$ cat src/hw/p_hit_settings.svh
`ifndef P_HIT_SETTINGS_SVH
`define P_HIT_SETTINGS_SVH

// fixed-point format
`define DATA_WIDTH 32
`define Q_BITS 16

// buffering
`define FIFO_DEPTH 16
`define DOT_OUT_DEPTH 4

`endif

$ cat src/hw/p_hit_pkg.sv
`default_nettype none

`include "p_hit_settings.svh"

package p_hit_pkg;

    typedef logic signed [`DATA_WIDTH-1:0] fixed_t;

    typedef enum logic [1:0] {
        DIV_IDLE,
        DIV_BUSY,
        DIV_DONE
    } div_state_t;

endpackage

`default_nettype wire

$ cat src/hw/fixed_divider.sv
`timescale 1ns/1ps
`default_nettype none

`include "p_hit_settings.svh"

module fixed_divider #(
    parameter int Q_BITS = `Q_BITS
) (
    input logic clock,
    input logic rst_n,
    input p_hit_pkg::fixed_t dividend,
    input p_hit_pkg::fixed_t divisor,
    input logic in_empty,
    output logic in_rd_en,
    output p_hit_pkg::fixed_t out,
    output logic out_empty,
    input logic out_rd_en
);
    import p_hit_pkg::*;

    localparam int W = `DATA_WIDTH;
    localparam int STEPS = W + Q_BITS;
    localparam int CNT_W = $clog2(STEPS);
    localparam fixed_t DIV_ZERO_VAL = fixed_t'({1'b0, {(W - 1){1'b1}}});

    div_state_t state;
    logic [CNT_W-1:0] step;
    logic [STEPS-1:0] quo;
    logic [W-1:0] rem;
    logic [W-1:0] dvs;
    logic neg;
    fixed_t result;

    logic [W-1:0] dividend_mag;
    logic [W-1:0] divisor_mag;
    logic [W:0] rem_shift;
    logic [W:0] rem_sub;
    logic fits;
    logic [W-1:0] rem_next;
    logic [STEPS-1:0] quo_next;
    logic last_step;
    logic div_zero;

    assign in_rd_en = (state == DIV_IDLE) && !in_empty;
    assign out_empty = (state != DIV_DONE);
    assign out = result;
    assign div_zero = (divisor == '0);
    assign last_step = (state == DIV_BUSY) && (step == CNT_W'(STEPS - 1));

    always_comb begin
        dividend_mag = dividend[W-1] ? -dividend : dividend;
        divisor_mag = divisor[W-1] ? -divisor : divisor;
        // one restoring step, next dividend bit into the remainder
        rem_shift = {rem, quo[STEPS-1]};
        rem_sub = rem_shift - {1'b0, dvs};
        fits = (rem_shift >= {1'b0, dvs});
        rem_next = fits ? rem_sub[W-1:0] : rem_shift[W-1:0];
        quo_next = {quo[STEPS-2:0], fits};
    end

    always_ff @(posedge clock) begin
        if (!rst_n) begin
            state <= DIV_IDLE;
            step <= '0;
        end else begin
            case (state)
                DIV_IDLE: begin
                    if (in_rd_en) begin
                        step <= '0;
                        state <= div_zero ? DIV_DONE : DIV_BUSY;
                    end
                end
                DIV_BUSY: begin
                    step <= step + 1'b1;
                    if (last_step) begin
                        state <= DIV_DONE;
                    end
                end
                DIV_DONE: begin
                    if (out_rd_en) begin
                        state <= DIV_IDLE;
                    end
                end
                default: state <= DIV_IDLE;
            endcase
        end
    end

    always_ff @(posedge clock) begin
        if (in_rd_en) begin
            // dividend magnitude pre-scaled by the fraction bits
            quo <= {dividend_mag, {Q_BITS{1'b0}}};
            rem <= '0;
            dvs <= divisor_mag;
            neg <= dividend[W-1] ^ divisor[W-1];
            if (div_zero) begin
                result <= DIV_ZERO_VAL;
            end
        end else if (state == DIV_BUSY) begin
            quo <= quo_next;
            rem <= rem_next;
            if (last_step) begin
                result <= neg ? -fixed_t'(quo_next[W-1:0]) : fixed_t'(quo_next[W-1:0]);
            end
        end
    end

endmodule

`default_nettype wire

$ cat config.mk
export PLATFORM = sky130hd
export DESIGN_NAME = fixed_divider
export DESIGN_NICKNAME = d
export VERILOG_FILES = /design/src/hw/p_hit_pkg.sv /design/src/hw/fixed_divider.sv
export VERILOG_INCLUDE_DIRS = /design/src /design/src/hw
export SDC_FILE = /design/constraint.sdc
export NUM_CORES = 1
export LEC_CHECK = 0
export BUFFER_PORTS_ARGS = -buffer_cell sky130_fd_sc_hd__buf_2
export CAP_MARGIN = 5
export CORE_MARGIN = 5
export CORE_UTILIZATION = 51
export CTS_CLUSTER_SIZE = 30
export DETAILED_ROUTE_END_ITERATION = 8
export GPL_ROUTABILITY_DRIVEN = 0
export MAX_ROUTING_LAYER = met4
export PLACE_DENSITY = 0.71
export SYNTH_ARGS = -nofsm -noshare
export SYNTH_HDL_FRONTEND = slang
export SYNTH_SLANG_ARGS = --single-unit
$ cat constraint.sdc
create_clock -name clock -period 5 [get_ports clock]
set_clock_uncertainty 0.1 [all_clocks]
set_input_delay 0 -clock clock [delete_from_list [all_inputs] [get_ports clock]]
set_output_delay 0 -clock clock [all_outputs]
set_load 0.05 [all_outputs]
# == Word level (Yosys, flattened, before mapping) ==
# Cells that the tools add are included.
# classes
n_mux,17
reduce_logical,11
n_eq_ne,8
order_cmp,1
n_bitwise,1
addsub,5
# op_table
op,count
two-way mux 32 bit,7
two-way mux 48 bit,2
negation 32 bit,3
>= comparator 33 x 32 -> 1 bit,1
zero test 32 bit,1
subtractor 32 bit,1
two-way mux 31 bit,1
one-hot mux 6 bit (2 select lines),1
two-way mux 2 bit,4
!= test 2 bit (second input constant),4
adder 6 x 1 -> 6 bit (second input constant),1
equality test 6 bit (second input constant),1
two-way mux 6 bit,1
one-hot mux 2 bit (3 select lines),1
AND reduction 3 bit,2
nonzero test 2 bit,3
equality test 2 x 1 -> 1 bit (second input constant),1
equality test 2 bit (second input constant),1
logical AND 1 bit,2
zero test 2 bit,1
!= test 2 x 1 -> 1 bit (second input constant),1
AND reduction 2 bit,1
zero test 1 bit,1
bitwise XOR 1 bit,1
# word_totals
reg_bits,153

# == Longest topological paths before layout ==
# Gate-level depths: netlist (run 1).
# logic_depth
ltp_word,6
mapped_depth,19
depth_no_buf,16

# == Worst setup path before layout (run 1) ==
# OpenSTA, ideal clock, no wires.
# synth_timing
path_kind,flip-flop to flip-flop
startpoint,reg dvs[26]
endpoint,"reg result[26], in the netlist out[26], data pin"
t_required_ns,4.632
setup_slack_ns,0.933
synth_period_minus_slack_ns,4.067
t_arrival_ns,3.700
path_stages_with_launch,19
setup_ns,0.268
n_path_buf,2
cell_sequence,edfxtp_1 inv_1 ha_1 a21oi_1 nor2_1 a211o_1 a21oi_1 o21ai_0 a211oi_1 clkbuf_1 nand2_1 inv_1 buf_1 ha_1 nand4_1 nand2b_1 o41ai_1 xor2_1 nand2_1
# synth_via
elab_chain_cells,6
# synth_rtl
element,line,source
"start, declared",fixed_divider.sv:30,logic [W-1:0] dvs;
"start signal, assigned",fixed_divider.sv:94,dvs <= divisor_mag;
>= comparator 33 x 32 -> 1 bit,fixed_divider.sv:56,"fits = (rem_shift >= {1'b0, dvs});"
negation 32 bit,fixed_divider.sv:103,result <= neg ? -fixed_t'(quo_next[W-1:0]) : fixed_t'(quo_next[W-1:0]);
two-way mux 32 bit,fixed_divider.sv:103,
two-way mux 32 bit,fixed_divider.sv:102,if (last_step) begin
two-way mux 32 bit,fixed_divider.sv:99,end else if (state == DIV_BUSY) begin
two-way mux 32 bit,fixed_divider.sv:90,if (in_rd_en) begin
"end signal, assigned",fixed_divider.sv:103,
"end, declared",fixed_divider.sv:32,fixed_t result;
# Every way passes these cells. The select of a mux whose other input is x is not followed.
# A chain may end at the register's enable or synchronous reset.

# == Worst setup path after layout (run 1) ==
# layout_timing
startpoint,reg dvs[1]
endpoint,"reg result[26], in the netlist out[26], data pin"
# The elaborated chain is that of the path after synthesis.

==> results_dict.tcl, run 1 <==
set metrics [dict create \
    crit_path_start "dvs[1]$_DFFE_PP_" \
    dieArea_um2 20800 \
    finalCriticalPeriod_ns 4.00 \
    syn_inst 965 \
    clk_latency_ns 0.43 \
    drc 0 \
    seq_area_um2 4030 \
    cts.sinks 153 \
    peakVddDrop_mv 0.321 \
    final_cell_area_um2 11300 \
    clockRootBuffer "clkbuf_16" \
    grt_pass1_vias 7529 \
    cts_resized 0 \
    synth-compound-area-share_pct 20.3 \
    setup.worst_path.start_class "register" \
    hold_viol 0 \
    die_width_um 144 \
    clk_path_buf_depth 2 \
    drive_gt1_share_pct 13.8 \
    synthMuxAreaShare_pct 2.18 \
    drt_pre_antenna_iters 5 \
    clk_pin_slew_ns 0.06 \
    netlist_area_um2 9170 \
    status "finished clean" \
    avgSynthCellArea_um2 9.50 \
    worstSetupPathType "register to register" \
    r2r_setup_slack_ns 1.0 \
    grt_first_pass_wirelength_mm 35.8 \
    ant_nets 0 \
    yosysUniqueCellTypes 61 \
    antennaDiodeCount 0 \
    crit_slowest_cell "edfxtp_1" \
    synth_edf_count 97 \
    grt_use_total_pct 21.9 \
    ys_seq_elements 153 \
    reg2reg_to "out[26]$_SDFFCE_PP1P_" \
    dr.first_iter.drc_count 512 \
    min_from "divisor[1]" \
    hold_ws_ns 0.0404 \
    port_buffers 101 \
    reg2reg_depth 16 \
    htree_num_levels 4 \
    dp.cells 1257 \
    seq_area_frac_synth_pct 44.0 \
    dr_total_vias 7735 \
    p_leak_nw 4.62 \
    setup_viol 0 \
    synthSimpleGateAreaFrac_pct 14.6 \
    area.growth.synth_to_final_pct 22.8 \
    grt_overflow 0 \
    drt-total-wl_mm 21.5 \
    rsz0062_at_grt "false" \
    core_region_area_um2 17800 \
    syn_nets 1070 \
    tightest_slew_ns 1.21 \
    antenna_found_initial 0 \
    fp.dieH_um 144 \
    cp.required_ns 5.05 \
    dpl.hpwl_mm 13.8 \
    wl_per_cell_um 15.7 \
    cp.arrival_ns 4.05 \
    multi_input_area_um2 4790 \
    placed_cell_area_um2 9860 \
    setup-tns-final_ns 0 \
    nNetsFinal 1234 \
    synth_top_family_by_area "compound AO/OA/AOI/OAI gates" \
    synthAdderAreaFrac_pct 5.13 \
    crit_end "out[26]$_SDFFCE_PP1P_" \
    grt_max_degree 89 \
    synth_warnings 0 \
    num_io_pins 102 \
    rr_startpoint "dvs[1]$_DFFE_PP_" \
    max_stage_delay_ns 0.41 \
    cts_buffers 17 \
    drv_slew 0 \
    max_freq_mhz 250 \
    endpoint_kind "register" \
    rows 49 \
    drv_cap 0 \
    slew_headroom_pct 19.3 \
    cts_tree "done" \
    fillers 1438 \
    power.density_nw_per_um2 400 \
    hold_class "primary input to register" \
    async_reset_ff_share_pct 0 \
    critPathMaxFanout 10 \
    min_period_over_period_pct 80.0 \
    synth_ff_type "edfxtp_1" \
    crit_path_cell_trace "inv_1 -> ha_1 -> nor2b_1 -> o21ai_0 -> o21ai_0 -> a21oi_1 -> a31o_2 -> a21o_1 -> nand2_1 -> inv_1 -> ha_1 -> nand4_1 -> nand2b_1 -> o41ai_1 -> xor2_1 -> nand2_1" \
    stdcell_count 1371 \
    cts_setup_buffers 0 \
    start_util_pct 51.4 \
    synth_xor_area_share_pct 9.84 \
    viasPerCell 5.64 \
]
[synth_stat cells, types with 3 or more instances]
master	number	area, µm²
a211oi_1	4	30.0
a21o_1	15	113
a21oi_1	43	215
a22o_1	16	140
a2bb2oi_1	13	114
a31oi_1	10	62.6
a32oi_1	8	70.1
and2_1	12	75.1
and3_1	10	62.6
and4_1	3	26.3
buf_1	4	15.0
clkbuf_1	40	150
dfxtp_1	56	1120
edfxtp_1	97	2910
ha_1	36	450
inv_1	47	176
mux2i_1	20	200
nand2_1	126	473
nand2b_1	11	68.8
nand3_1	15	75.1
nand3b_1	3	22.5
nand4_1	5	31.3
nor2_1	40	150
nor3_1	10	50.1
o2111a_1	3	33.8
o211ai_1	3	22.5
o21a_1	4	30.0
o21ai_0	87	435
o21bai_1	4	30.0
o22ai_1	13	81.3
o31ai_1	27	203
o41ai_1	14	123
or2_2	3	18.8
or3_1	14	87.6
or4_1	11	82.6
or4_4	3	33.8
xnor2_1	47	412
xor2_1	56	490
[how the worst min path moves through the flow]
stage / cells past startpoint / endpoint / slack, ns
4_1_cts: 3 / dvs[1]$_DFFE_PP_ / 0.03
6_report: 3 / dvs[1]$_DFFE_PP_ / 0.04
2_1_floorplan: 0 / dvs[0]$_DFFE_PP_ / -0.001
3_5_place_dp: 1 / dvs[0]$_DFFE_PP_ / 0.12
5_1_grt: 3 / dvs[1]$_DFFE_PP_ / 0.04
3_3_place_gp: 1 / dvs[0]$_DFFE_PP_ / 0.11
[critical path: cells and delay by family (launching register included)]
kind            cells  cell delay (ns)
compound gates      6             1.65
simple gates        5             0.75
fa+ha+maj           2             0.44
flops               1             0.41
xor+xnor            1             0.18
buf+inv             2             0.17
[state kept, by name, indices dropped and copies added, names as in the netlist]
register,count
state,2
out,32
dvs,32
step,6
quo,48
rem,32
neg,1
[cell families (layout without fill, tap and decap cells)]
family	Yosys count	in the layout
adder cells (fa/ha/maj)	37	37
flip-flops	153	153
buffers and inverters	94	271
AND/OR/NAND/NOR	276	276
multiplexers	20	20
AO/OA/AOI/OAI	282	282
XOR/XNOR	103	103
[routing by layer]
| layer | global-route usage, % | share of wire [%] |
|---|---|---|
| met5 | - | 0 |
| met4 | 8.62 | 2.8 |
| met3 | 3.37 | 3.7 |
| met2 | 36.0 | 49 |
| met1 | 27.1 | 44 |
[placed cells by master, fill, tap and decap left out, types with 14 or more instances in the layout]
cell type	Yosys	layout
nand2_1	126	126
buf_2	1	101
edfxtp_1	97	97
o21ai_0	87	87
dlygate4sd3_1	0	82
xor2_1	56	56
dfxtp_1	56	56
inv_1	47	47
xnor2_1	47	47
a21oi_1	43	43
nor2_1	40	39
ha_1	36	36
o31ai_1	27	27
mux2i_1	20	20
clkbuf_16	0	17
a22o_1	16	16
nand3_1	15	15
a21o_1	15	15
o41ai_1	14	14
[through the flow]
stage                     setup WS (ns)  power, mW  utilization [%]
after CTS                         0.999       4.51             63.1
after global placement             1.23       3.18             55.3
after global routing              0.563       4.78             63.1
after detailed placement           1.05       3.19             55.3
final                             0.999       4.50             63.1
after floorplan                   0.933       2.83                -
[report_power, final]
group / leakage, nW / switching (mW) / internal (mW) / total (mW)
combinational: 2.96 / 0.907 / 0.692 / 1.60
clock: 0.269 / 0.543 / 0.709 / 1.25
sequential: 1.39 / 0.117 / 1.53 / 1.65
total: 4.62 / 1.57 / 2.94 / 4.50
[final cells by class]
| type | instances | area share [%] |
|---|---|---|
| clock inverter | 14 | 1.23 |
| clock buffer | 18 | 3.90 |
| tap | 229 | 2.55 |
| sequential | 153 | 35.8 |
| inverter | 48 | 1.60 |
| multi-input combinational | 718 | 42.6 |
| timing repair buffer | 191 | 12.3 |
[timing repair]
action                     CTS  global route
hold buffers                82             0
setup endpoints to repair    0             0
hold endpoints to repair    72             0
No activity file was read; power rests on OpenSTA's default activity.
==> run 2: changes to the inputs <==
--- a/config.mk
+++ b/config.mk
@@ -6,6 +6,7 @@
 export SDC_FILE = /design/constraint.sdc
 export NUM_CORES = 1
 export LEC_CHECK = 0
+export ABC_AREA = 1
 export BUFFER_PORTS_ARGS = -buffer_cell sky130_fd_sc_hd__buf_2
 export CAP_MARGIN = 5
 export CORE_MARGIN = 5
@@ -14,7 +15,7 @@
 export DETAILED_ROUTE_END_ITERATION = 8
 export GPL_ROUTABILITY_DRIVEN = 0
 export MAX_ROUTING_LAYER = met4
-export PLACE_DENSITY = 0.71
+export PLACE_DENSITY = 0.73
 export SYNTH_ARGS = -nofsm -noshare
 export SYNTH_HDL_FRONTEND = slang
 export SYNTH_SLANG_ARGS = --single-unit
==> constraint.sdc (replaced) <==
create_clock -name clock -period 3.4 [get_ports clock]
set_clock_uncertainty 0.1 [all_clocks]
set_input_delay 0 -clock clock [delete_from_list [all_inputs] [get_ports clock]]
set_output_delay 0 -clock clock [all_outputs]
set_load 0.05 [all_outputs]
==> run 2 against run 1 <==
Sequential power is 64% higher. Critical path depth is 9 higher. Sequential cell count stayed put. Power is 100% higher. Highest routed layer unchanged. First-iteration DRC count is 51% higher. Register-to-register slack worse by 0.84 ns. Utilization is 3.4 points higher.
==> results_dict.tcl, run 2 <==
set metrics [dict create \
    clk_latency_ns 0.44 \
    clk_pin_slew_ns 0.07 \
    drt-total-wl_mm 28.7 \
    grt_first_pass_wirelength_mm 45.9 \
    largest_reg_flops 48 \
    cts_tree "done" \
    status "finished clean" \
    drive_gt1_share_pct 18.9 \
    grt_use_total_pct 25.8 \
    yosys-top-cells-area "edfxtp_1 29%, nand2_1 11%, dfxtp_1 11%" \
    netlist_area_um2 10100 \
    clockRootBuffer "clkbuf_16" \
    synth-compound-area-share_pct 16.5 \
    port_buffers 101 \
    clk_path_buf_depth 2 \
    antennaDiodeCount 0 \
    avgSynthCellArea_um2 7.42 \
    setup_viol 0 \
    synth_common_cells "306 x nand2_1, 199 x inv_1, 138 x nor2_1" \
    synthMuxAreaShare_pct 0 \
    worstSetupPathType "register to register" \
    viasPerCell 5.47 \
    p_leak_nw 5.68 \
    seq_area_frac_synth_pct 39.9 \
    syn_inst 1362 \
    antenna_found_initial 0 \
    async_reset_ff_share_pct 0 \
    cts_buffers 17 \
    syn_nets 1467 \
    netlist.top_cell.by_area "edfxtp_1" \
    cp.arrival_ns 3.32 \
    final_common_cell "nand2_1" \
    cts.sinks 153 \
    synth_top_family_by_area "simple AND/OR/NAND/NOR gates" \
    dpl.hpwl_mm 20.2 \
    synth_ff_type "edfxtp_1" \
    setup.worst_path.start_class "register" \
    ys_seq_elements 153 \
    synthAdderAreaFrac_pct 4.66 \
    setup-tns-final_ns 0 \
    yosysUniqueCellTypes 51 \
    slew_headroom_pct 57.1 \
    crit_slowest_cell "edfxtp_1" \
    critPathMaxFanout 4 \
    drt_pre_antenna_iters 5 \
    tightest_slew_ns 0.644 \
    cp.required_ns 3.49 \
    area.growth.synth_to_final_pct 28.0 \
    wl_per_cell_um 15.5 \
    max_flop_register "quo" \
    dieArea_um2 22700 \
    drv_slew 0 \
    htree_num_levels 4 \
    dr_total_vias 10138 \
    core_region_area_um2 19500 \
    drv_cap 0 \
    ant_nets 0 \
    cpMostUsedCell "nand2_1" \
    min_period_over_period_pct 95.2 \
    hold_class "primary input to register" \
    yosysTopAreaCellShare_pct 28.8 \
    drc 0 \
    synth_edf_count 97 \
    max_freq_mhz 309 \
    totalPowerFinal_mw 9.14 \
    die_width_um 151 \
    dr.first_iter.drc_count 771 \
    finalCriticalPeriod_ns 3.24 \
    peakVddDrop_mv 0.502 \
    power.density_nw_per_um2 707 \
    yosysMostFrequentCell "nand2_1" \
    grt_pass1_vias 9552 \
    grt_max_degree 50 \
    hold_viol 0 \
    fp.dieH_um 151 \
    synthSimpleGateAreaFrac_pct 25.2 \
    max_stage_delay_ns 0.35 \
    final_cell_mix "284 x nand2_1, 192 x inv_1, 135 x nor2_1, 101 x buf_2, 100 x o21ai_0" \
    rows 51 \
    synth_xor_area_share_pct 4.51 \
    num_io_pins 102 \
    synth_warnings 0 \
    grt_overflow 0 \
    endpoint_kind "register" \
    start_util_pct 51.9 \
    nNetsFinal 1681 \
]
[run 2: path summary, 6_finish.rpt]
path / from / to / slack (ns) / cells past startpoint
max: dvs[2]$_DFFE_PP_ / out[26]$_SDFFCE_PP1P_ / 0.16 / 25
min: in_empty / neg$_DFFE_PP_ / 0.02 / 3
max reg2reg: dvs[2]$_DFFE_PP_ / out[26]$_SDFFCE_PP1P_ / 0.16 / 25
min reg2reg: rem[31]$_SDFFE_PP0P_ / rem[31]$_SDFFE_PP0P_ / 0.38 / 2
[run 2: power by group]
part	switching (mW)	internal [mW]	total [mW]	leakage, nW
Clock	0.917	1.07	1.99	0.303
Combinational	2.72	1.72	4.44	3.99
Sequential	0.252	2.46	2.71	1.39
[run 2: timing repair]
item                       in CTS  in global routing
setup buffers                   2                  8
hold buffers                   68                  0
setup endpoints to repair       4                  6
hold endpoints to repair       71                  0
pin swaps                       4                 22
resized for setup               9                 63
[run 2: cell families after synthesis]
kind of cell	Yosys count
adder cells (fa/ha/maj)	37
XOR/XNOR	52
flip-flops	153
buffers and inverters	240
AND/OR/NAND/NOR	595
AO/OA/AOI/OAI	285
[run 2: per-stage QoR]
stage	utilization [%]	hold WS [ns]	instance area, µm²	setup WS, ns	instances
2_1_floorplan	-	-0.00113	10100	0.108	1362
3_3_place_gp	57.4	0.127	11200	0.0119	1744
3_5_place_dp	57.4	0.128	11200	-0.118	1744
4_1_cts	64.4	0.0229	12500	0.0277	1846
5_1_grt	66.5	0.0262	12900	-0.0377	1854
6_report	66.5	0.0226	12900	0.163	1854
[run 2: area by class of cell]
type	count	area [µm²]
Fill cell	1574	6530
Multi-Input combinational cell	969	5530
Sequential cell	153	4030
Timing Repair Buffer	228	1630
Inverter	207	782
Clock buffer	17	425
Tap cell	265	332
Clock inverter	15	198
[run 2: routing by layer]
metal / global-route usage, % / share of wire, % / routed length [µm] / vias up
li1: - / - / - / 4995
met1: 34.3 / 43 / 12400 / 4606
met2: 40.8 / 47 / 13400 / 459
met3: 3.82 / 7.6 / 2170 / 78
met4: 8.02 / 2.5 / 719 / 0
met5: - / 0 / 0 / -
[run 2: worst max-delay path, delay by kind of cell (launching register included)]
kind	cells	cell delay (ns)
buffers and inverters	2	0.15
adders and majority gates	2	0.36
DFF	1	0.35
and+or+nand+nor	17	1.56
AOI/OAI and AO/OA	4	0.47
==> run 3: changes to the inputs <==
--- a/config.mk
+++ b/config.mk
@@ -15,7 +15,7 @@
 export DETAILED_ROUTE_END_ITERATION = 8
 export GPL_ROUTABILITY_DRIVEN = 0
 export MAX_ROUTING_LAYER = met4
-export PLACE_DENSITY = 0.73
+export PLACE_DENSITY = 0.7
 export SYNTH_ARGS = -nofsm -noshare
 export SYNTH_HDL_FRONTEND = slang
 export SYNTH_SLANG_ARGS = --single-unit
==> constraint.sdc (replaced) <==
create_clock -name clock -period 4.15 [get_ports clock]
set_clock_uncertainty 0.1 [all_clocks]
set_input_delay 0 -clock clock [delete_from_list [all_inputs] [get_ports clock]]
set_output_delay 0 -clock clock [all_outputs]
set_load 0.05 [all_outputs]
==> run 3 against run 2 <==
The run now ends with negative hold slack left. Via count is 3.6% lower. Critical path depth stayed put. Maximum frequency is 14% lower. Sequential cell count stayed put. Final area is 6.1% lower. Sequential share of layout area is 2.0 points higher. Combinational power is 32% lower. Largest cell class unchanged.
==> results_dict.tcl, run 3 (synthesized netlist as in run 2, its figures left out) <==
set metrics [dict create \
    drv_slew 0 \
    clockRootBuffer "clkbuf_16" \
    drt_pre_antenna_iters 5 \
    cpMostUsedCell "nand2_1" \
    rows 51 \
    min_path_cells 4 \
    min_from "dividend[11]" \
    dr.first_iter.drc_count 814 \
    failed_checks "negative hold slack" \
    rsz0062_at_grt "false" \
    drive_gt1_share_pct 12.4 \
    viasPerCell 5.42 \
    clk_pin_slew_ns 0.06 \
    p_leak_nw 5.42 \
    worstSetupPathType "register to register" \
    hold_viol 1 \
    start_util_pct 51.9 \
    dpl.hpwl_mm 20.0 \
    grt_overflow 0 \
    ant_nets 0 \
    hold_class "primary input to register" \
    setup.worst_path.start_class "register" \
    max_stage_delay_ns 0.37 \
    cp.arrival_ns 3.84 \
    critical_path.top_delay_family "simple AND/OR/NAND/NOR gates" \
    grt_first_pass_wirelength_mm 44.8 \
    status "complete, but fails checks" \
    tightest_slew_ns 1.17 \
    cp.required_ns 4.23 \
    grt_max_degree 50 \
    num_io_pins 102 \
    largest_reg_flops 48 \
    cts_buffers 17 \
    core_region_area_um2 19500 \
    cts.sinks 153 \
    grt_pass1_vias 9052 \
    hold_path_end "quo[27]$_DFFE_PP_" \
    antenna_found_initial 0 \
    die_width_um 151 \
    rr_startpoint "dvs[20]$_DFFE_PP_" \
    dieArea_um2 22700 \
    reg2reg_to "out[30]$_SDFFCE_PP1P_" \
    final_cell_mix "306 x nand2_1, 199 x inv_1, 136 x nor2_1, 101 x o21ai_0, 101 x buf_2" \
    finalCriticalPeriod_ns 3.75 \
    setup-tns-final_ns 0 \
    clk_latency_ns 0.43 \
    htree_num_levels 4 \
    cts_tree "done" \
    fp.dieH_um 151 \
    drc 0 \
    port_buffers 101 \
    final_common_cell "nand2_1" \
    setup_viol 0 \
    endpoint_kind "register" \
    r2r_setup_slack_ns 0.40 \
    dr_total_vias 9772 \
    max_flop_register "quo" \
    reg2reg_depth 25 \
    max_freq_mhz 266 \
    drt-total-wl_mm 27.4 \
    min_period_over_period_pct 90.5 \
    hold_ws_ns -0.00848 \
    wl_per_cell_um 15.2 \
    power.density_nw_per_um2 557 \
    drv_cap 0 \
    slew_headroom_pct 21.9 \
    peakVddDrop_mv 0.378 \
    crit_slowest_cell "edfxtp_1" \
    grt_use_total_pct 25.3 \
    nNetsFinal 1630 \
    clk_path_buf_depth 2 \
    crit_buf_inv 3 \
    area.growth.synth_to_final_pct 20.2 \
    critPathMaxFanout 5 \
]
-- run 3: metal layers --
layer	vias to the layer above	wire (µm)	global-route usage, %
li1	4890	-	-
met1	4486	12400	34.7
met2	352	12500	39.0
met3	44	1990	4.36
met4	0	432	6.44
met5	-	0	-
-- run 3: area by class of cell --
type / count / area, µm²
multi-input combinational: 969 / 5170
fill: 1723 / 7310
antenna: 1 / 2.50
clock inverter: 14 / 161
inverter: 207 / 779
clock buffer: 18 / 429
sequential: 153 / 4030
tap: 265 / 332
timing repair buffer: 177 / 1240
-- run 3: where the power goes --
part	total [mW]	switching, mW	internal, mW
Clock	1.58	0.672	0.903
Sequential	2.20	0.181	2.02
Combinational	3.00	2.04	0.958
-- run 3: metrics by stage --
stage                     power [mW]  cell area (µm²)  cells  setup slack (ns)  utilization [%]
final                           6.77            12200   1804             0.395             62.4
after detailed placement        5.12            10900   1704             0.392             55.9
after floorplan                 4.39            10100   1362             0.858                -
after CTS                       6.75            12100   1803             0.368             62.4
after global placement          5.09            10900   1704             0.537             55.9
after global routing            7.24            12100   1803           0.00911             62.4
-- run 3: tightest hold or removal path, delay by kind of cell --
kind                   cells  cell delay, ns
AOI/OAI and AO/OA          2            0.19
buffers and inverters      2            0.21
-- run 3: repair_timing --
action,4_1_cts,5_1_grt
gates resized for setup,0,2
hold buffers,67,0
endpoints found under the setup margin,0,3
setup buffers,0,0
endpoints found under the hold margin,70,0
-- run 3: how the worst max path moves through the flow --
stage                           start                     to  slack [ns]  cells after the start
floorplan           dvs[20]$_DFFE_PP_  out[26]$_SDFFCE_PP1P_        0.86                     23
global placement    dvs[20]$_DFFE_PP_  out[30]$_SDFFCE_PP1P_        0.54                     23
detailed placement  dvs[20]$_DFFE_PP_  out[30]$_SDFFCE_PP1P_        0.39                     23
CTS                 dvs[20]$_DFFE_PP_  out[30]$_SDFFCE_PP1P_        0.37                     23
global route        dvs[20]$_DFFE_PP_  out[30]$_SDFFCE_PP1P_       0.009                     25
finish              dvs[20]$_DFFE_PP_  out[30]$_SDFFCE_PP1P_        0.40                     25
